$ cat src/hw/subsys_pkg.sv
// Shared bus types, address map and register offsets for the peripheral subsystem
// Regions are decoded on the address bits above REGION_BITS only

package subsys_pkg;

  typedef logic [31:0] xlen_t;
  typedef logic [31:0] addr_t;
  typedef logic [3:0]  wmask_t;
  typedef logic [31:0] gpio_t;

  ////////////////////
  // Address map
  localparam addr_t GPIO_BASE  = 32'h1001_2000;
  localparam addr_t ADDER_BASE = 32'h1004_1000;
  localparam int    REGION_BITS = 12;

  localparam logic [REGION_BITS-1:0] OFS_0 = 12'h000;
  localparam logic [REGION_BITS-1:0] OFS_4 = 12'h004;
  localparam logic [REGION_BITS-1:0] OFS_8 = 12'h008;

  // Low address bits driven onto the pads in inspect mode
  localparam int INSPECT_ADDR_BITS = 22;

  typedef enum logic [1:0] {
    SEL_GPIO,
    SEL_ADDER,
    SEL_ERR
  } sel_t;

  // Byte-lane merge for register writes
  function automatic xlen_t apply_wmask(xlen_t cur, xlen_t wdata, wmask_t wmask);
    xlen_t res;
    res = cur;
    for (int i = 0; i < $bits(wmask_t); i++) begin
      if (wmask[i]) begin
        res[8*i +: 8] = wdata[8*i +: 8];
      end
    end
    return res;
  endfunction

endpackage

$ cat src/hw/icb_if.sv
// ICB command and response channels, one transaction per handshake
// Response fields must hold while rsp_valid is high and rsp_ready low

interface icb_if;

  // Command channel
  logic                 cmd_valid;
  logic                 cmd_ready;
  subsys_pkg::addr_t    cmd_addr;
  logic                 cmd_read;
  subsys_pkg::xlen_t    cmd_wdata;
  subsys_pkg::wmask_t   cmd_wmask;

  // Response channel
  logic                 rsp_valid;
  logic                 rsp_ready;
  logic                 rsp_err;
  subsys_pkg::xlen_t    rsp_rdata;

  modport master (
    output cmd_valid, cmd_addr, cmd_read, cmd_wdata, cmd_wmask, rsp_ready,
    input  cmd_ready, rsp_valid, rsp_err, rsp_rdata
  );

  modport slave (
    input  cmd_valid, cmd_addr, cmd_read, cmd_wdata, cmd_wmask, rsp_ready,
    output cmd_ready, rsp_valid, rsp_err, rsp_rdata
  );

endinterface

$ cat src/hw/adder_accel.sv
// Adder accelerator: 0x0 op_a, 0x4 op_b, 0x8 sum (RO, mod 2^32)
// sum follows the operands one cycle after a write

module adder_accel (
  input logic  clk,
  input logic  rst,
  icb_if.slave bus
);

  localparam int RB = subsys_pkg::REGION_BITS;

  subsys_pkg::xlen_t op_a_q;
  subsys_pkg::xlen_t op_b_q;
  subsys_pkg::xlen_t sum_q;
  subsys_pkg::xlen_t rd_val;
  subsys_pkg::xlen_t rsp_rdata_q;
  logic [RB-1:0]     ofs;
  logic              rsp_valid_q;
  logic              cmd_hs;

  assign ofs    = bus.cmd_addr[RB-1:0];
  assign cmd_hs = bus.cmd_valid & bus.cmd_ready;

  always_comb begin
    case (ofs)
      subsys_pkg::OFS_0: rd_val = op_a_q;
      subsys_pkg::OFS_4: rd_val = op_b_q;
      subsys_pkg::OFS_8: rd_val = sum_q;
      default:           rd_val = '0;
    endcase
  end

  ////////////////////
  // Operands and sum
  always_ff @(posedge clk) begin
    if (rst) begin
      op_a_q <= '0;
      op_b_q <= '0;
      sum_q  <= '0;
    end else begin
      sum_q <= op_a_q + op_b_q;
      if (cmd_hs && !bus.cmd_read) begin
        case (ofs)
          subsys_pkg::OFS_0: op_a_q <= subsys_pkg::apply_wmask(op_a_q, bus.cmd_wdata, bus.cmd_wmask);
          subsys_pkg::OFS_4: op_b_q <= subsys_pkg::apply_wmask(op_b_q, bus.cmd_wdata, bus.cmd_wmask);
          default: ;
        endcase
      end
    end
  end

  ////////////////////
  // Response
  always_ff @(posedge clk) begin
    if (rst) begin
      rsp_valid_q <= 1'b0;
    end else if (cmd_hs) begin
      rsp_valid_q <= 1'b1;
    end else if (bus.rsp_ready) begin
      rsp_valid_q <= 1'b0;
    end
  end

  always_ff @(posedge clk) begin
    if (cmd_hs) begin
      rsp_rdata_q <= bus.cmd_read ? rd_val : '0;
    end
  end

  assign bus.cmd_ready = ~rsp_valid_q;
  assign bus.rsp_valid = rsp_valid_q;
  assign bus.rsp_err   = 1'b0;
  assign bus.rsp_rdata = rsp_rdata_q;

  a_rsp_hold: assert property (@(posedge clk) disable iff (rst)
    bus.rsp_valid && !bus.rsp_ready |=> bus.rsp_valid && $stable(bus.rsp_rdata));

endmodule

$ cat src/hw/gpio_ctrl.sv
// GPIO port A: 0x0 input (RO), 0x4 output value, 0x8 output enable
// gpio_in must already be synchronous to clk
// Inspect mode overrides the pads only, registers keep their values

module gpio_ctrl (
  input  logic              clk,
  input  logic              rst,
  icb_if.slave              bus,
  input  subsys_pkg::gpio_t gpio_in,
  input  logic              inspect_mode,
  input  subsys_pkg::addr_t insp_addr,
  input  logic              insp_cmd_valid,
  input  logic              insp_cmd_ready,
  input  logic              insp_rsp_valid,
  input  logic              insp_rsp_ready,
  output subsys_pkg::gpio_t pad_oval,
  output subsys_pkg::gpio_t pad_oe
);

  localparam int RB = subsys_pkg::REGION_BITS;
  localparam int IA = subsys_pkg::INSPECT_ADDR_BITS;

  subsys_pkg::gpio_t oval_q;
  subsys_pkg::gpio_t oe_q;
  subsys_pkg::gpio_t insp_val;
  subsys_pkg::xlen_t rd_val;
  subsys_pkg::xlen_t rsp_rdata_q;
  logic [RB-1:0]     ofs;
  logic              rsp_valid_q;
  logic              cmd_hs;

  assign ofs    = bus.cmd_addr[RB-1:0];
  assign cmd_hs = bus.cmd_valid & bus.cmd_ready;

  ////////////////////
  // Register file
  always_comb begin
    case (ofs)
      subsys_pkg::OFS_0: rd_val = gpio_in;
      subsys_pkg::OFS_4: rd_val = oval_q;
      subsys_pkg::OFS_8: rd_val = oe_q;
      default:           rd_val = '0;
    endcase
  end

  always_ff @(posedge clk) begin
    if (rst) begin
      oval_q <= '0;
      oe_q   <= '0;
    end else if (cmd_hs && !bus.cmd_read) begin
      case (ofs)
        subsys_pkg::OFS_4: oval_q <= subsys_pkg::apply_wmask(oval_q, bus.cmd_wdata, bus.cmd_wmask);
        subsys_pkg::OFS_8: oe_q   <= subsys_pkg::apply_wmask(oe_q, bus.cmd_wdata, bus.cmd_wmask);
        default: ;
      endcase
    end
  end

  ////////////////////
  // Response
  always_ff @(posedge clk) begin
    if (rst) begin
      rsp_valid_q <= 1'b0;
    end else if (cmd_hs) begin
      rsp_valid_q <= 1'b1;
    end else if (bus.rsp_ready) begin
      rsp_valid_q <= 1'b0;
    end
  end

  always_ff @(posedge clk) begin
    if (cmd_hs) begin
      rsp_rdata_q <= bus.cmd_read ? rd_val : '0;
    end
  end

  assign bus.cmd_ready = ~rsp_valid_q;
  assign bus.rsp_valid = rsp_valid_q;
  assign bus.rsp_err   = 1'b0;
  assign bus.rsp_rdata = rsp_rdata_q;

  // Pad takeover: addr low bits, then the four handshake levels
  assign insp_val = {{($bits(subsys_pkg::gpio_t) - IA - 4){1'b0}},
                     insp_rsp_ready, insp_rsp_valid, insp_cmd_ready, insp_cmd_valid,
                     insp_addr[IA-1:0]};

  assign pad_oe   = inspect_mode ? '1 : oe_q;
  assign pad_oval = inspect_mode ? insp_val : oval_q;

  a_rsp_hold: assert property (@(posedge clk) disable iff (rst)
    bus.rsp_valid && !bus.rsp_ready |=> bus.rsp_valid && $stable(bus.rsp_rdata));

endmodule

$ cat src/hw/icb_periph_fabric.sv
// One-outstanding peripheral fabric; decode on addr bits above REGION_BITS
// Unmapped addresses get err=1, rdata=0 from the fabric one cycle later
// Routing is combinational, no extra cycle in either direction

module icb_periph_fabric #(
  parameter subsys_pkg::addr_t GPIO_BASE  = subsys_pkg::GPIO_BASE,
  parameter subsys_pkg::addr_t ADDER_BASE = subsys_pkg::ADDER_BASE
) (
  input logic  clk,
  input logic  rst,
  icb_if.slave  host,
  icb_if.master gpio,
  icb_if.master adder
);

  localparam int AW = $bits(subsys_pkg::addr_t);
  localparam int RB = subsys_pkg::REGION_BITS;

  subsys_pkg::sel_t cmd_sel;
  subsys_pkg::sel_t sel_q;
  logic             pend_q;
  logic             sel_ready;
  logic             cmd_hs;
  logic             rsp_hs;

  ////////////////////
  // Command decode
  always_comb begin
    if (host.cmd_addr[AW-1:RB] == GPIO_BASE[AW-1:RB]) begin
      cmd_sel = subsys_pkg::SEL_GPIO;
    end else if (host.cmd_addr[AW-1:RB] == ADDER_BASE[AW-1:RB]) begin
      cmd_sel = subsys_pkg::SEL_ADDER;
    end else begin
      cmd_sel = subsys_pkg::SEL_ERR;
    end
  end

  always_comb begin
    case (cmd_sel)
      subsys_pkg::SEL_GPIO:  sel_ready = gpio.cmd_ready;
      subsys_pkg::SEL_ADDER: sel_ready = adder.cmd_ready;
      default:               sel_ready = 1'b1;
    endcase
  end

  assign host.cmd_ready = ~pend_q & sel_ready;
  assign cmd_hs = host.cmd_valid & host.cmd_ready;
  assign rsp_hs = host.rsp_valid & host.rsp_ready;

  // Payload fans out, valid only to the selected slave
  assign gpio.cmd_valid  = host.cmd_valid & ~pend_q & (cmd_sel == subsys_pkg::SEL_GPIO);
  assign gpio.cmd_addr   = host.cmd_addr;
  assign gpio.cmd_read   = host.cmd_read;
  assign gpio.cmd_wdata  = host.cmd_wdata;
  assign gpio.cmd_wmask  = host.cmd_wmask;

  assign adder.cmd_valid = host.cmd_valid & ~pend_q & (cmd_sel == subsys_pkg::SEL_ADDER);
  assign adder.cmd_addr  = host.cmd_addr;
  assign adder.cmd_read  = host.cmd_read;
  assign adder.cmd_wdata = host.cmd_wdata;
  assign adder.cmd_wmask = host.cmd_wmask;

  ////////////////////
  // Outstanding transaction
  always_ff @(posedge clk) begin
    if (rst) begin
      pend_q <= 1'b0;
      sel_q  <= subsys_pkg::SEL_GPIO;
    end else if (cmd_hs) begin
      pend_q <= 1'b1;
      sel_q  <= cmd_sel;
    end else if (rsp_hs) begin
      pend_q <= 1'b0;
    end
  end

  ////////////////////
  // Response return
  always_comb begin
    host.rsp_valid = 1'b0;
    host.rsp_err   = 1'b0;
    host.rsp_rdata = '0;
    if (pend_q) begin
      case (sel_q)
        subsys_pkg::SEL_GPIO: begin
          host.rsp_valid = gpio.rsp_valid;
          host.rsp_err   = gpio.rsp_err;
          host.rsp_rdata = gpio.rsp_rdata;
        end
        subsys_pkg::SEL_ADDER: begin
          host.rsp_valid = adder.rsp_valid;
          host.rsp_err   = adder.rsp_err;
          host.rsp_rdata = adder.rsp_rdata;
        end
        default: begin
          host.rsp_valid = 1'b1;
          host.rsp_err   = 1'b1;
        end
      endcase
    end
  end

  assign gpio.rsp_ready  = host.rsp_ready & pend_q & (sel_q == subsys_pkg::SEL_GPIO);
  assign adder.rsp_ready = host.rsp_ready & pend_q & (sel_q == subsys_pkg::SEL_ADDER);

  // No slave may still hold a response when a new command is taken
  a_one_in_flight: assert property (@(posedge clk) disable iff (rst)
    cmd_hs |-> !gpio.rsp_valid && !adder.rsp_valid);

  // Taken command is answered next cycle
  a_rsp_next: assert property (@(posedge clk) disable iff (rst)
    cmd_hs |=> host.rsp_valid);

  a_host_rsp_hold: assert property (@(posedge clk) disable iff (rst)
    host.rsp_valid && !host.rsp_ready |=>
      host.rsp_valid && $stable(host.rsp_err) && $stable(host.rsp_rdata));

endmodule

$ cat src/hw/subsys_main.sv
// Peripheral subsystem top: one ICB host port, GPIO port A and the adder
// Single clock, synchronous active-high reset; inspect bits 26-31 read 0

module subsys_main #(
  parameter subsys_pkg::addr_t GPIO_BASE  = subsys_pkg::GPIO_BASE,
  parameter subsys_pkg::addr_t ADDER_BASE = subsys_pkg::ADDER_BASE
) (
  input  logic               clk,
  input  logic               rst,

  input  logic               cmd_valid,
  output logic               cmd_ready,
  input  subsys_pkg::addr_t  cmd_addr,
  input  logic               cmd_read,
  input  subsys_pkg::xlen_t  cmd_wdata,
  input  subsys_pkg::wmask_t cmd_wmask,

  output logic               rsp_valid,
  input  logic               rsp_ready,
  output logic               rsp_err,
  output subsys_pkg::xlen_t  rsp_rdata,

  input  subsys_pkg::gpio_t  gpio_in,
  output subsys_pkg::gpio_t  gpio_oval,
  output subsys_pkg::gpio_t  gpio_oe,

  input  logic               inspect_mode
);

  icb_if host_bus ();
  icb_if gpio_bus ();
  icb_if adder_bus ();

  ////////////////////
  // Host port onto the internal bus
  assign host_bus.cmd_valid = cmd_valid;
  assign host_bus.cmd_addr  = cmd_addr;
  assign host_bus.cmd_read  = cmd_read;
  assign host_bus.cmd_wdata = cmd_wdata;
  assign host_bus.cmd_wmask = cmd_wmask;
  assign host_bus.rsp_ready = rsp_ready;

  assign cmd_ready = host_bus.cmd_ready;
  assign rsp_valid = host_bus.rsp_valid;
  assign rsp_err   = host_bus.rsp_err;
  assign rsp_rdata = host_bus.rsp_rdata;

  icb_periph_fabric #(
    .GPIO_BASE  (GPIO_BASE),
    .ADDER_BASE (ADDER_BASE)
  ) u_fabric (
    .clk   (clk),
    .rst   (rst),
    .host  (host_bus.slave),
    .gpio  (gpio_bus.master),
    .adder (adder_bus.master)
  );

  // Host handshake levels go to the pads in inspect mode
  gpio_ctrl u_gpio (
    .clk            (clk),
    .rst            (rst),
    .bus            (gpio_bus.slave),
    .gpio_in        (gpio_in),
    .inspect_mode   (inspect_mode),
    .insp_addr      (cmd_addr),
    .insp_cmd_valid (cmd_valid),
    .insp_cmd_ready (host_bus.cmd_ready),
    .insp_rsp_valid (host_bus.rsp_valid),
    .insp_rsp_ready (rsp_ready),
    .pad_oval       (gpio_oval),
    .pad_oe         (gpio_oe)
  );

  adder_accel u_adder (
    .clk (clk),
    .rst (rst),
    .bus (adder_bus.slave)
  );

endmodule

$ cat config.mk
export PLATFORM = sky130hd
export DESIGN_NAME = subsys_main
export DESIGN_NICKNAME = d
export VERILOG_FILES = /design/src/hw/subsys_pkg.sv /design/src/hw/icb_if.sv /design/src/hw/adder_accel.sv /design/src/hw/gpio_ctrl.sv /design/src/hw/icb_periph_fabric.sv /design/src/hw/subsys_main.sv
export SDC_FILE = /design/constraint.sdc
export NUM_CORES = 1
export LEC_CHECK = 0
export BUFFER_PORTS_ARGS = -buffer_cell sky130_fd_sc_hd__buf_2
export CAP_MARGIN = 20
export CORE_MARGIN = 5
export CORE_UTILIZATION = 40
export DETAILED_ROUTE_END_ITERATION = 8
export PLACE_DENSITY = 0.73
export SLEW_MARGIN = 20
export SYNTH_ARGS = -nofsm -noshare
export SYNTH_HDL_FRONTEND = slang
export SYNTH_SLANG_ARGS = --single-unit
$ cat constraint.sdc
create_clock -name clk -period 4.9 [get_ports clk]
set_input_delay 0.98 -clock clk [delete_from_list [all_inputs] [get_ports clk]]
set_output_delay 0.98 -clock clk [all_outputs]
set_load 0.005 [all_outputs]
# == Word level (Yosys, flattened, before mapping) ==
# Cells that the tools add are included.
# word_totals
elab_cells,89
out_inout_bits,99
register_bits,229
# classes
n_eq_ne,6
mux,19
n_reduce_logical,26
n_addsub,1
n_bitwise,14
# ops
cell,count
$pmux W32 S3,2
$mux W32,3
$pmux W32 S2,1
$reduce_and A3 Y1,16
$eq A20 B17 Y1 const B,2
$add A32 B32 Y32,1
$eq A12 B3 Y1 const B,1
$eq A12 B4 Y1 const B,1
$logic_not A12 Y1,1
$and A1 B1 Y1,11
$mux W1,9
$reduce_bool A2 Y1,3
$eq A2 B1 Y1 const B,2
$logic_not A2 Y1,2
$mux W2,2
$pmux W1 S2,2
$not A1 Y1,3
$logic_and A1 B1 Y1,2
$reduce_or A2 Y1,1
$logic_not A1 Y1,1

# == Longest topological paths before layout ==
# Gate-level depths: netlist of run 1.
# depth
word_depth,8
mapped_depth,9
ltp_nobuf,9

# == Cells and area by module ==
# From an unflattened synthesis of run 1, not the netlist that was laid out.
# hier_totals
hier_cells,1508
area_unflattened_um2,13550.5
# modules_own_cells
module,cells_each,seq_area_each_um2,area_per_inst_um2,instances
adder_accel,724,2902.8,6707.7,1
gpio_ctrl,535,2262.2,4969.8,1
icb_periph_fabric,249,60.1,1873.0,1

# == Least setup slack after synthesis of run 1 ==
# OpenSTA, ideal clock, no wires.
# synth_path
path_type,input -> register
startpoint,input cmd_addr[26]
endpoint,register u_gpio.rsp_rdata_q[0] (netlist: u_gpio.bus.rsp_rdata[0]) (enable)
arrival_time_ps,4741
path_stages,3
required_time_ps,4395
slack_ps,-346
path_buffers,0
cell_sequence,nor4b_2 nand4_1 nor4_1
# synth_via
elab_chain_len,6
word_cells_on_any_way,7
# synth_lines
element,line,source
start: declaration,subsys_main.sv:13,"input subsys_pkg::addr_t cmd_addr,"
$eq A20 B17 Y1,icb_periph_fabric.sv:31,end else if (host.cmd_addr[AW-1:RB] == ADDER_BASE[AW-1:RB]) begin
$mux W2,icb_periph_fabric.sv:31,
$mux W2 *,icb_periph_fabric.sv:29,if (host.cmd_addr[AW-1:RB] == GPIO_BASE[AW-1:RB]) begin
$logic_not A2 Y1 *,icb_periph_fabric.sv:51,assign gpio.cmd_valid = host.cmd_valid & ~pend_q & (cmd_sel == subsys_pkg::SEL_GPIO);
$and A1 B1 Y1 *,icb_periph_fabric.sv:51,
$and A1 B1 Y1 *,gpio_ctrl.sv:33,assign cmd_hs = bus.cmd_valid & bus.cmd_ready;
via u_gpio.cmd_hs,gpio_ctrl.sv:30,logic cmd_hs;
end signal: assignment,gpio_ctrl.sv:73,rsp_rdata_q <= bus.cmd_read ? rd_val : '0;
end: declaration,gpio_ctrl.sv:27,subsys_pkg::xlen_t rsp_rdata_q;
# The timed path passes the listed nets; every way through them passes the cells marked *.
# A chain may end at the register's enable or synchronous reset.

# == Final worst setup path of run 1 ==
# layout_path
startpoint,input cmd_addr[14]
endpoint,output gpio_oval[23]
# layout_via
elab_chain_len,7
word_cells_on_any_way,9
# layout_lines
element,line,source
$eq A20 B17 Y1,icb_periph_fabric.sv:31,
$mux W2,icb_periph_fabric.sv:31,
$mux W2 *,icb_periph_fabric.sv:29,
$eq A2 B1 Y1 or $logic_not A2 Y1 (tied branches),icb_periph_fabric.sv:39,case (cmd_sel)
$pmux W1 S2 *,icb_periph_fabric.sv:39,
$and A1 B1 Y1 *,icb_periph_fabric.sv:46,assign host.cmd_ready = ~pend_q & sel_ready;
$mux W32 *,gpio_ctrl.sv:88,assign pad_oval = inspect_mode ? insp_val : oval_q;
end: declaration,subsys_main.sv:24,"output subsys_pkg::gpio_t gpio_oval,"
# Every way passes the cells marked *; elsewhere a longest branch is shown, timed or not.

==> results of run 1 <==
==> worst max-delay path, stage by stage <==
cell and delay (ps):
buf_2 110, nor4_2 330, nand4_1 370, nor2_1 260, nor2_1 80, mux2_2 260, buf_2 130
==> placed cells by master (no fill, tap or decap), drive strengths merged, types with 8 or more instances in the layout <==
cell and count:
nand3 17, buf 216, mux2 29, mux2i 129, o21a 8, edfxtp 64, nor3 10, dfxtp 165
xnor2 12, a21o 10, or2 34, and3 9, ha 31, nor2b 21, o21ai 17, xor2 15
nand2 225, clkbuf 38, a21oi 201, nor2 254
==> per-layer routing <==
metal  global-route usage [%]  wire length, um
met5                        0               13
met4                     6.02              916
met3                     2.81             3100
met2                     33.2            17000
met1                     28.5            15400
==> cell type report <==
type / instances / area [um^2] / share of cell area, %
timing repair buffer: 216 / 1120 / 7.91
clock buffer: 38 / 726 / 5.14
sequential: 229 / 5230 / 37.0
antenna: 4 / 10.0 / 0.0709
clock inverter: 1 / 7.51 / 0.0532
tap: 390 / 488 / 3.46
multi-input combinational: 1092 / 6510 / 46.2
inverter: 6 / 22.5 / 0.160
==> power by group <==
| part | switching, uW | internal [uW] | leakage [uW] | total, uW |
|---|---|---|---|---|
| clock network | 702 | 1000 | 0.000357 | 1710 |
| registers | 1.89 | 1930 | 0.00207 | 1940 |
| logic | 162 | 99.7 | 0.00310 | 262 |
==> final timing paths <==
check | to | slack, ps | cells after the start
max | gpio_oval[23] | 1400 | 7
min | u_gpio.oval_q[2] | 470 | 2
max reg2reg | u_adder.sum_q[22] | 1820 | 9
min reg2reg | u_gpio.oval_q[2] | 470 | 2
==> metrics by stage <==
stage	hold slack [ps]	cells	setup WS, ps	instance area [um^2]
2_1_floorplan	441	1408	996	12100
3_3_place_gp	452	1933	1250	13400
3_5_place_dp	464	1933	1180	13400
4_1_cts	470	1972	1380	14100
5_1_grt	489	1975	1260	14100
6_report	470	1976	1400	14100
==> registers in the layout (all words and copies together) (netlist names) <==
register and cells:
u_fabric.pend_q 1, u_adder.op_b_q 32, u_adder.bus.rsp_valid 1, u_adder.bus.rsp_rdata 32, u_adder.sum_q 32, u_gpio.bus.rsp_rdata 32, u_adder.op_a_q 32, u_gpio.oval_q 32
u_gpio.bus.rsp_valid 1, u_fabric.sel_q 2, u_gpio.oe_q 32
==> kinds of logic (layout without fill, tap and decap cells) <==
group,after synthesis,in the layout,share of synthesized area (%)
simple gates,601,601,22.2
compound gates,274,274,12.8
flops,229,229,43.4
mux,158,158,13.4
buf+inv,87,261,2.87
fa+ha+maj,32,32,3.39
xor+xnor,27,27,1.96
other cells,0,4,0
==> reports/metrics.cfg, run 1 <==
[sta]
fin_skew_ps=11.9
hold_violations=0
fin_setup_tns_ps=0
rsz0062_at_grt=false
fmax_mhz=286
maxSlewViolCount=0
fin_crit_ps=3500
slew_headroom_pct=31.9
fin_crit_sh_pct=71.3
worstMarginPinSlew_ps=1020
finalSetupViolations=0

[power]
power_uw=3900
pwr_density_cell_nw_per_um2=277
leakage_uw=0.00553
vdd_drop_max_mv=0.175

[yosys]
yosysUniqueCellTypes=65
synth-seq-cells=229
synthTopCellsByArea=dfxtp_1 (27%), edfxtp_1 (16%), mux2i_1 (11%), a21oi_1 (8.4%), nor2_1 (7.8%)
synth_commonest_cells=nor2_1 (250), nand2_1 (224), a21oi_1 (201)
ys.flop_type=dfxtp_1
async_reset_ff_share_pct=0
yosysSeqAreaShare_pct=43.4
syn_inst=1408
syn-num-nets=1546
synth.top_cell.area_share_pct=27.4
yosys.area.top_type=dfxtp_1
synth_edf_count=64
syn_area_um2=12000
avgSynthCellArea_um2=8.55
yosys_warnings=0
yosysMostFrequentCell=nor2_1

[routing]
drc_errors=0
wirelength_um=36400
dr.pass1.iters=5
num_vias=10800
vias_per_cell=5.45
drtIter0Drc=1013
wl_per_cell_um=18.4
ant_nets=0

[finish]
syn_to_final_growth_pct=17.2
final_util_pct=47.5
fillers=2807
nNetsFinal=1705
drive_gt1_share_pct=21.0

[clocking]
clockBufferDepth=3
postCtsHoldBufs=0
cts_tree=built
cts_setup_buffers=0
insertion_delay_ps=510
clkTransAtPathRegs_ps=60
cts.sinks=229
post_cts_resized=0
cts_made_buffers=22
cts.htree.levels=1
root_buffer=clkbuf_16

[setup_path]
endpoint_kind=primary output
cp-start-kind=primary input
crit_type=primary input to primary output
worst_ep_required_time_ps=3920
reg2reg_from=u_adder.op_b_q[0]
worstPathMaxFanout=5
arrival_ps=2520
startpoint=cmd_addr[14]

[die]
start_util_pct=40.5
core.rowCount=63
die_width_um=184
dieHeight_um=184
pin_count=205
core_um2=29700
die-area_um2=33700

[grt]
grt_overflow=0
grtUsageTotal_pct=20.5
grt_pass1_wl_um=56000
antenna_found_initial=4
grt_pass1_vias=10000
grt_max_degree=91

[job]
drv_cap=0

[placement]
port_buffers=204
gp_congestion=0.886
dp_hpwl_um=27200

[min_path]
hold_path_class=flip-flop to flip-flop
min_from=u_gpio.oval_q[2]

[status]
run_status=finished, final reports clean

Power figures use the tool's default switching activity.
==> run 2, diff against run 1 <==
--- a/config.mk
+++ b/config.mk
@@ -5,6 +5,7 @@
 export SDC_FILE = /design/constraint.sdc
 export NUM_CORES = 1
 export LEC_CHECK = 0
+export ABC_AREA = 1
 export BUFFER_PORTS_ARGS = -buffer_cell sky130_fd_sc_hd__buf_2
 export CAP_MARGIN = 20
 export CORE_MARGIN = 5
==> constraint.sdc (replaced) <==
create_clock -name clk -period 2.8 [get_ports clk]
set_input_delay 0.56 -clock clk [delete_from_list [all_inputs] [get_ports clk]]
set_output_delay 0.56 -clock clk [all_outputs]
set_load 0.005 [all_outputs]
==> run 2 against run 1 <==
Net effect:
- wire length rose by 23%
- sequential share of layout area shrank 2.5 points
- clock skew is 4.6 ps higher
- utilization is 0.31 points higher
- area after synthesis rose by 7.0%
- clock power is 80% higher
- clock-buffer cell count decreased by 6
- largest power group unchanged
==> reports/metrics.cfg, run 2 <==
[setup_path]
arrival_ps=2090  ; -430 ps
cp-start-kind=flip-flop
r2r_setup_slack_ps=350  ; -1470 ps
worst_ep_required_time_ps=2240  ; -1680 ps
crit_type=flip-flop to primary output
worstPathMaxFanout=4  ; -1
r2r_cells=9  ; unchanged
reg2reg_from=u_fabric.pend_q
endpoint_kind=primary output
rr_endpoint=u_gpio.oval_q[31]

[sta]
rsz0062_at_grt=false
finalSetupViolations=0  ; unchanged
slew_headroom_pct=44.6  ; +13 points
maxSlewViolCount=0  ; unchanged
fmax_mhz=377
hold_violations=0  ; unchanged
fin_skew_ps=16.5  ; +4.59 ps
fin_setup_tns_ps=0  ; unchanged
fin_crit_ps=2650
worstMarginPinSlew_ps=831  ; -190 ps
fin_crit_sh_pct=94.8

[die]
pin_count=205  ; unchanged
dieHeight_um=189  ; +3.2%
core.rowCount=65  ; +3.2%
core_um2=31600  ; +6.5%
die_width_um=189  ; +3.2%
die-area_um2=35900  ; +6.6%
start_util_pct=40.7  ; +0.19 points

[yosys]
synth_commonest_cells=nand2_1 (555), nor2_1 (233), inv_1 (189)
syn_area_um2=12900  ; +7.0%
yosys_warnings=0  ; unchanged
yosysUniqueCellTypes=40  ; -38%
ys.flop_type=dfxtp_1
syn_inst=1883  ; +34%
async_reset_ff_share_pct=0  ; unchanged
synth.top_cell.area_share_pct=25.6  ; -1.8 points
yosysSeqAreaShare_pct=40.6  ; -2.8 points
yosys.area.top_type=dfxtp_1
yosysMostFrequentCell=nand2_1
syn-num-nets=2021  ; +31%
avgSynthCellArea_um2=6.84  ; -20%
synth-seq-cells=229  ; unchanged
synthTopCellsByArea=dfxtp_1 (26%), nand2_1 (16%), edfxtp_1 (15%), nor2_1 (6.8%), a21oi_1 (6.7%)
synth_edf_count=64  ; unchanged

[finish]
final_cell_area_um2=15100  ; +7.2%
nNetsFinal=2194  ; +29%
drive_gt1_share_pct=16.1  ; -4.9 points
syn_to_final_growth_pct=17.4
layout_commonest_cell=nand2_1
layout_common_cells=nand2_1 (555), nor2_1 (231), buf_2 (204)
fillers=3122  ; +11%
final_util_pct=47.8  ; +0.31 points

[power]
vdd_drop_max_mv=0.310  ; +77%
leakage_uw=0.00649  ; +17%
pwr_density_cell_nw_per_um2=465  ; +68%
power_uw=7030  ; +80%

[clocking]
cts_made_buffers=23  ; +4.5%
insertion_delay_ps=520  ; about the same
root_buffer=clkbuf_16
cts.htree.levels=1  ; unchanged
clkTransAtPathRegs_ps=60  ; about the same
cts_tree=built
cts.sinks=229  ; unchanged
clockBufferDepth=3  ; unchanged

[routing]
wl_per_cell_um=18.0  ; -2.3%
num_vias=13600  ; +26%
drtIter0Drc=1310  ; +29%
dr.pass1.iters=5  ; unchanged
ant_nets=0  ; unchanged
vias_per_cell=5.49  ; +0.83%
drc_errors=0  ; unchanged
wirelength_um=44600  ; +23%

[placement]
gp_congestion=0.925  ; +4.3%
placed_area_um2=14400  ; +7.5%
port_buffers=204  ; unchanged
dp_hpwl_um=32300  ; +19%

[grt]
grt_max_degree=94  ; +3.3%
grt_pass1_vias=12900  ; +29%
grt_pass1_wl_um=68900  ; +23%
grt_overflow=0  ; unchanged
grtUsageTotal_pct=23.6  ; +3.1 points
antenna_found_initial=6  ; +2

[status]
run_status=finished, final reports clean

[min_path]
min_from=cmd_wdata[3]
whs_endpoint=u_adder.op_b_q[3]
hold_path_class=primary input to flip-flop
whs_path_depth=3  ; +1

[job]
drv_cap=0  ; unchanged

==> run 2: layout make-up <==
type | count | area, um^2 | share of cell area [%]
antenna | 5 | 12.5 | 0.0828
clock buffer | 32 | 671 | 4.44
clock inverter | 9 | 66.3 | 0.439
inverter | 200 | 751 | 4.97
multi-input combinational | 1362 | 6530 | 43.2
sequential | 229 | 5230 | 34.6
tap | 402 | 503 | 3.33
timing repair buffer | 240 | 1370 | 9.04
==> run 2: routing by layer <==
metal | routed length, um | global-route usage, %
met5 | 13 | 0
met4 | 1390 | 7.74
met3 | 4670 | 3.65
met2 | 20800 | 39.7
met1 | 17800 | 31.0
==> run 2: cells by family after synthesis <==
kind of cell	after synthesis	share of synthesized area, %
xor+xnor	2	0.136
buf+inv	292	9.13
flops	229	40.6
fa+ha+maj	32	3.17
simple gates	1022	34.4
compound gates	306	12.6
==> run 2: worst max-delay path, stage by stage, from the launching register on <==
cell      delay (ps)
dfxtp_1          520
inv_1            140
a221oi_2         390
buf_4            180
nand2_1           40
o21ai_0          130
buf_2            170
==> run 2: worst max path at each step <==
| stage | slack [ps] | to | cells after the start | from |
|---|---|---|---|---|
| 2_1_floorplan | 30 | u_gpio.bus.rsp_rdata[0] | 5 | cmd_addr[27] |
| 3_3_place_gp | 300 | gpio_oval[23] | 10 | cmd_addr[17] |
| 3_5_place_dp | 210 | gpio_oval[23] | 10 | cmd_addr[17] |
| 4_1_cts | 150 | gpio_oval[24] | 6 | u_adder.bus.rsp_valid |
| 5_1_grt | 50 | gpio_oval[24] | 6 | u_adder.bus.rsp_valid |
| 6_report | 150 | gpio_oval[24] | 6 | u_adder.bus.rsp_valid |
==> run 2: through the flow <==
stage                     setup WS [ps]  hold WS, ps  instances
after detailed placement            209          473       2433
after global routing               51.9          356       2479
after global placement              297          464       2433
final                               146          348       2479
after floorplan                    27.1          455       1883
after CTS                           145          345       2474
==> run 2: report_power, final <==
group	switching, uW	total (uW)	internal (uW)
Sequential	4.90	3390	3390
Clock	1320	3080	1760
Combinational	363	553	190
Total	1690	7030	5330
==> run 2: timing repair <==
action	in CTS	in global routing
hold buffers	0	0
endpoints found under the setup margin	1	0
buffers inserted	0	0
gates resized for setup	1	0
==> run 3, diff against run 2 <==
==> constraint.sdc (replaced) <==
create_clock -name clk -period 2.8 [get_ports clk]
set_input_delay 0.28 -clock clk [delete_from_list [all_inputs] [get_ports clk]]
set_output_delay 0.28 -clock clk [all_outputs]
set_load 0.005 [all_outputs]
==> run 3 against run 2 <==
Net effect:
- critical path type unchanged
- largest cell class unchanged
- wire length shrank 2.8%
- largest power group unchanged
- highest routed layer unchanged
- die area stayed put
- non-clock buffer count down 6
==> reports/metrics.cfg, run 3 (same netlist as run 2, synthesis figures left out) <==
[sta]
fin_skew_ps=9.04  ; -7.48 ps
finalSetupViolations=0  ; unchanged
fin_crit_sh_pct=90.1  ; -4.7 points
fin_setup_tns_ps=0  ; unchanged
layout_setup_ws_ps=277  ; +131 ps
rsz0062_at_grt=false
slew_headroom_pct=46.5  ; +1.9 points
hold_violations=0  ; unchanged
fin_crit_ps=2520  ; -131 ps
fmax_mhz=396  ; +5.2%
maxSlewViolCount=0  ; unchanged
worstMarginPinSlew_ps=802  ; -29.0 ps

[clocking]
postCtsHoldBufs=0  ; unchanged
cts_setup_buffers=0  ; unchanged
cts.sinks=229  ; unchanged
clockBufferDepth=3  ; unchanged
cts_made_buffers=23  ; unchanged
insertion_delay_ps=510  ; about the same
root_buffer=clkbuf_16
cts_tree=built
cts.htree.levels=1  ; unchanged
clkTransAtPathRegs_ps=60  ; about the same
post_cts_resized=0  ; -1

[setup_path]
path_cells=nor2_2, buf_4, nand2_1, a21oi_1, buf_2
worstPathMaxFanout=21  ; +17
r2r_cells=13  ; +4
critPathMaxStageDelay_ps=540  ; +20 ps
crit_type=flip-flop to primary output
worst_ep_required_time_ps=2520  ; +280 ps
startpoint=u_fabric.sel_q[1]
rr_endpoint=u_adder.sum_q[20]
arrival_ps=2240  ; +150 ps
endpoint_kind=primary output
reg2reg_from=u_adder.op_b_q[0]
endpoint=rsp_rdata[26]
cp-start-kind=flip-flop
critPathSlowestCell=nor2_2
r2r_setup_slack_ps=630  ; +280 ps

[grt]
grt_pass1_vias=12500  ; -3.1%
grtUsageTotal_pct=23.0  ; -0.61 points
antenna_found_initial=5  ; -1
grt_overflow=0  ; unchanged
grt_pass1_wl_um=67400  ; -2.2%
grt_max_degree=94  ; unchanged

[placement]
gp_congestion=0.913  ; -1.3%
placed_area_um2=14300  ; -0.49%
port_buffers=204  ; unchanged
dp_slack_ps=426  ; +217 ps
dp_hpwl_um=32200  ; -0.43%

[finish]
layout_commonest_cell=nand2_1
layout_common_cells=nand2_1 (555), nor2_1 (231), buf_2 (204)
syn_to_final_growth_pct=17.2
final_cell_area_um2=15100  ; -0.14%
fillers=3134  ; +0.38%
drive_gt1_share_pct=16.0  ; -0.15 points
nNetsFinal=2188  ; -0.27%

[die]
die_width_um=189  ; unchanged
core_um2=31600  ; unchanged
pin_count=205  ; unchanged
core.rowCount=65  ; unchanged
dieHeight_um=189  ; unchanged
die-area_um2=35900  ; unchanged
start_util_pct=40.7  ; unchanged

[routing]
vias_per_cell=5.41  ; -1.5%
wl_per_cell_um=17.6  ; -2.5%
ant_nets=0  ; unchanged
drc_errors=0  ; unchanged
num_vias=13400  ; -1.7%
dr.pass1.iters=5  ; unchanged
drtIter0Drc=1249  ; -4.7%
wirelength_um=43400  ; -2.8%

[power]
leakage_uw=0.00648  ; -0.24%
vdd_drop_max_mv=0.335  ; +8.0%
pwr_density_cell_nw_per_um2=477  ; +2.6%

[job]
drv_cap=0  ; unchanged

[status]
run_status=finished, final reports clean

[min_path]
hold_path_class=primary input to flip-flop

[run 3: report_power, final]
group	switching, uW	internal, uW
Clock	1310	1950
Combinational	356	189
Sequential	4.95	3390
Total	1680	5520
[run 3: routing by layer]
metal	vias up	part of all wire [%]	global-route usage [%]
met2	636	46	38.4
li1	6509	-	-
met3	97	9.4	3.78
met5	-	0.016	0
met1	6141	41	30.0
met4	2	3.5	8.26
[run 3: metrics by stage]
| step | utilization [%] | total power [uW] | hold WS, ps | instances |
|---|---|---|---|---|
| CTS | 47.7 | 7200 | 58.3 | 2468 |
| floorplan | - | 3720 | 447 | 1883 |
| global route | 47.7 | 7400 | 82.2 | 2472 |
| global placement | 45.2 | 4000 | 463 | 2427 |
| detailed placement | 45.2 | 4000 | 472 | 2427 |
| finish | 47.7 | 7200 | 74.7 | 2472 |
[run 3: worst min path at each step]
stage               cells past startpoint            start  slack [ps]                end
finish                                  3     cmd_wdata[0]          70  u_adder.op_a_q[0]
global route                            3     cmd_wdata[0]          80  u_adder.op_a_q[0]
CTS                                     3     cmd_wdata[0]          60  u_adder.op_a_q[0]
detailed placement                      2  u_gpio.oe_q[26]         470    u_gpio.oe_q[26]
global placement                        2  u_gpio.oe_q[23]         460    u_gpio.oe_q[23]
floorplan                               2    cmd_wdata[16]         450  u_gpio.oval_q[16]
[run 3: worst max-delay path: cells and delay by family, from the launching register on]
family / cells / cell delay [ps]
buf+inv: 2 / 530
simple gates: 2 / 640
flops: 1 / 350
compound gates: 1 / 200
[run 3: layout make-up]
class,count,area [um^2],area share (%)
Multi-Input combinational cell,1362,6520,43.2
Sequential cell,229,5230,34.6
Timing Repair Buffer,234,1300,8.59
Inverter,200,751,4.97
Clock buffer,31,667,4.42
Tap cell,402,503,3.33
Clock inverter,10,128,0.845
Antenna cell,4,10.0,0.0663
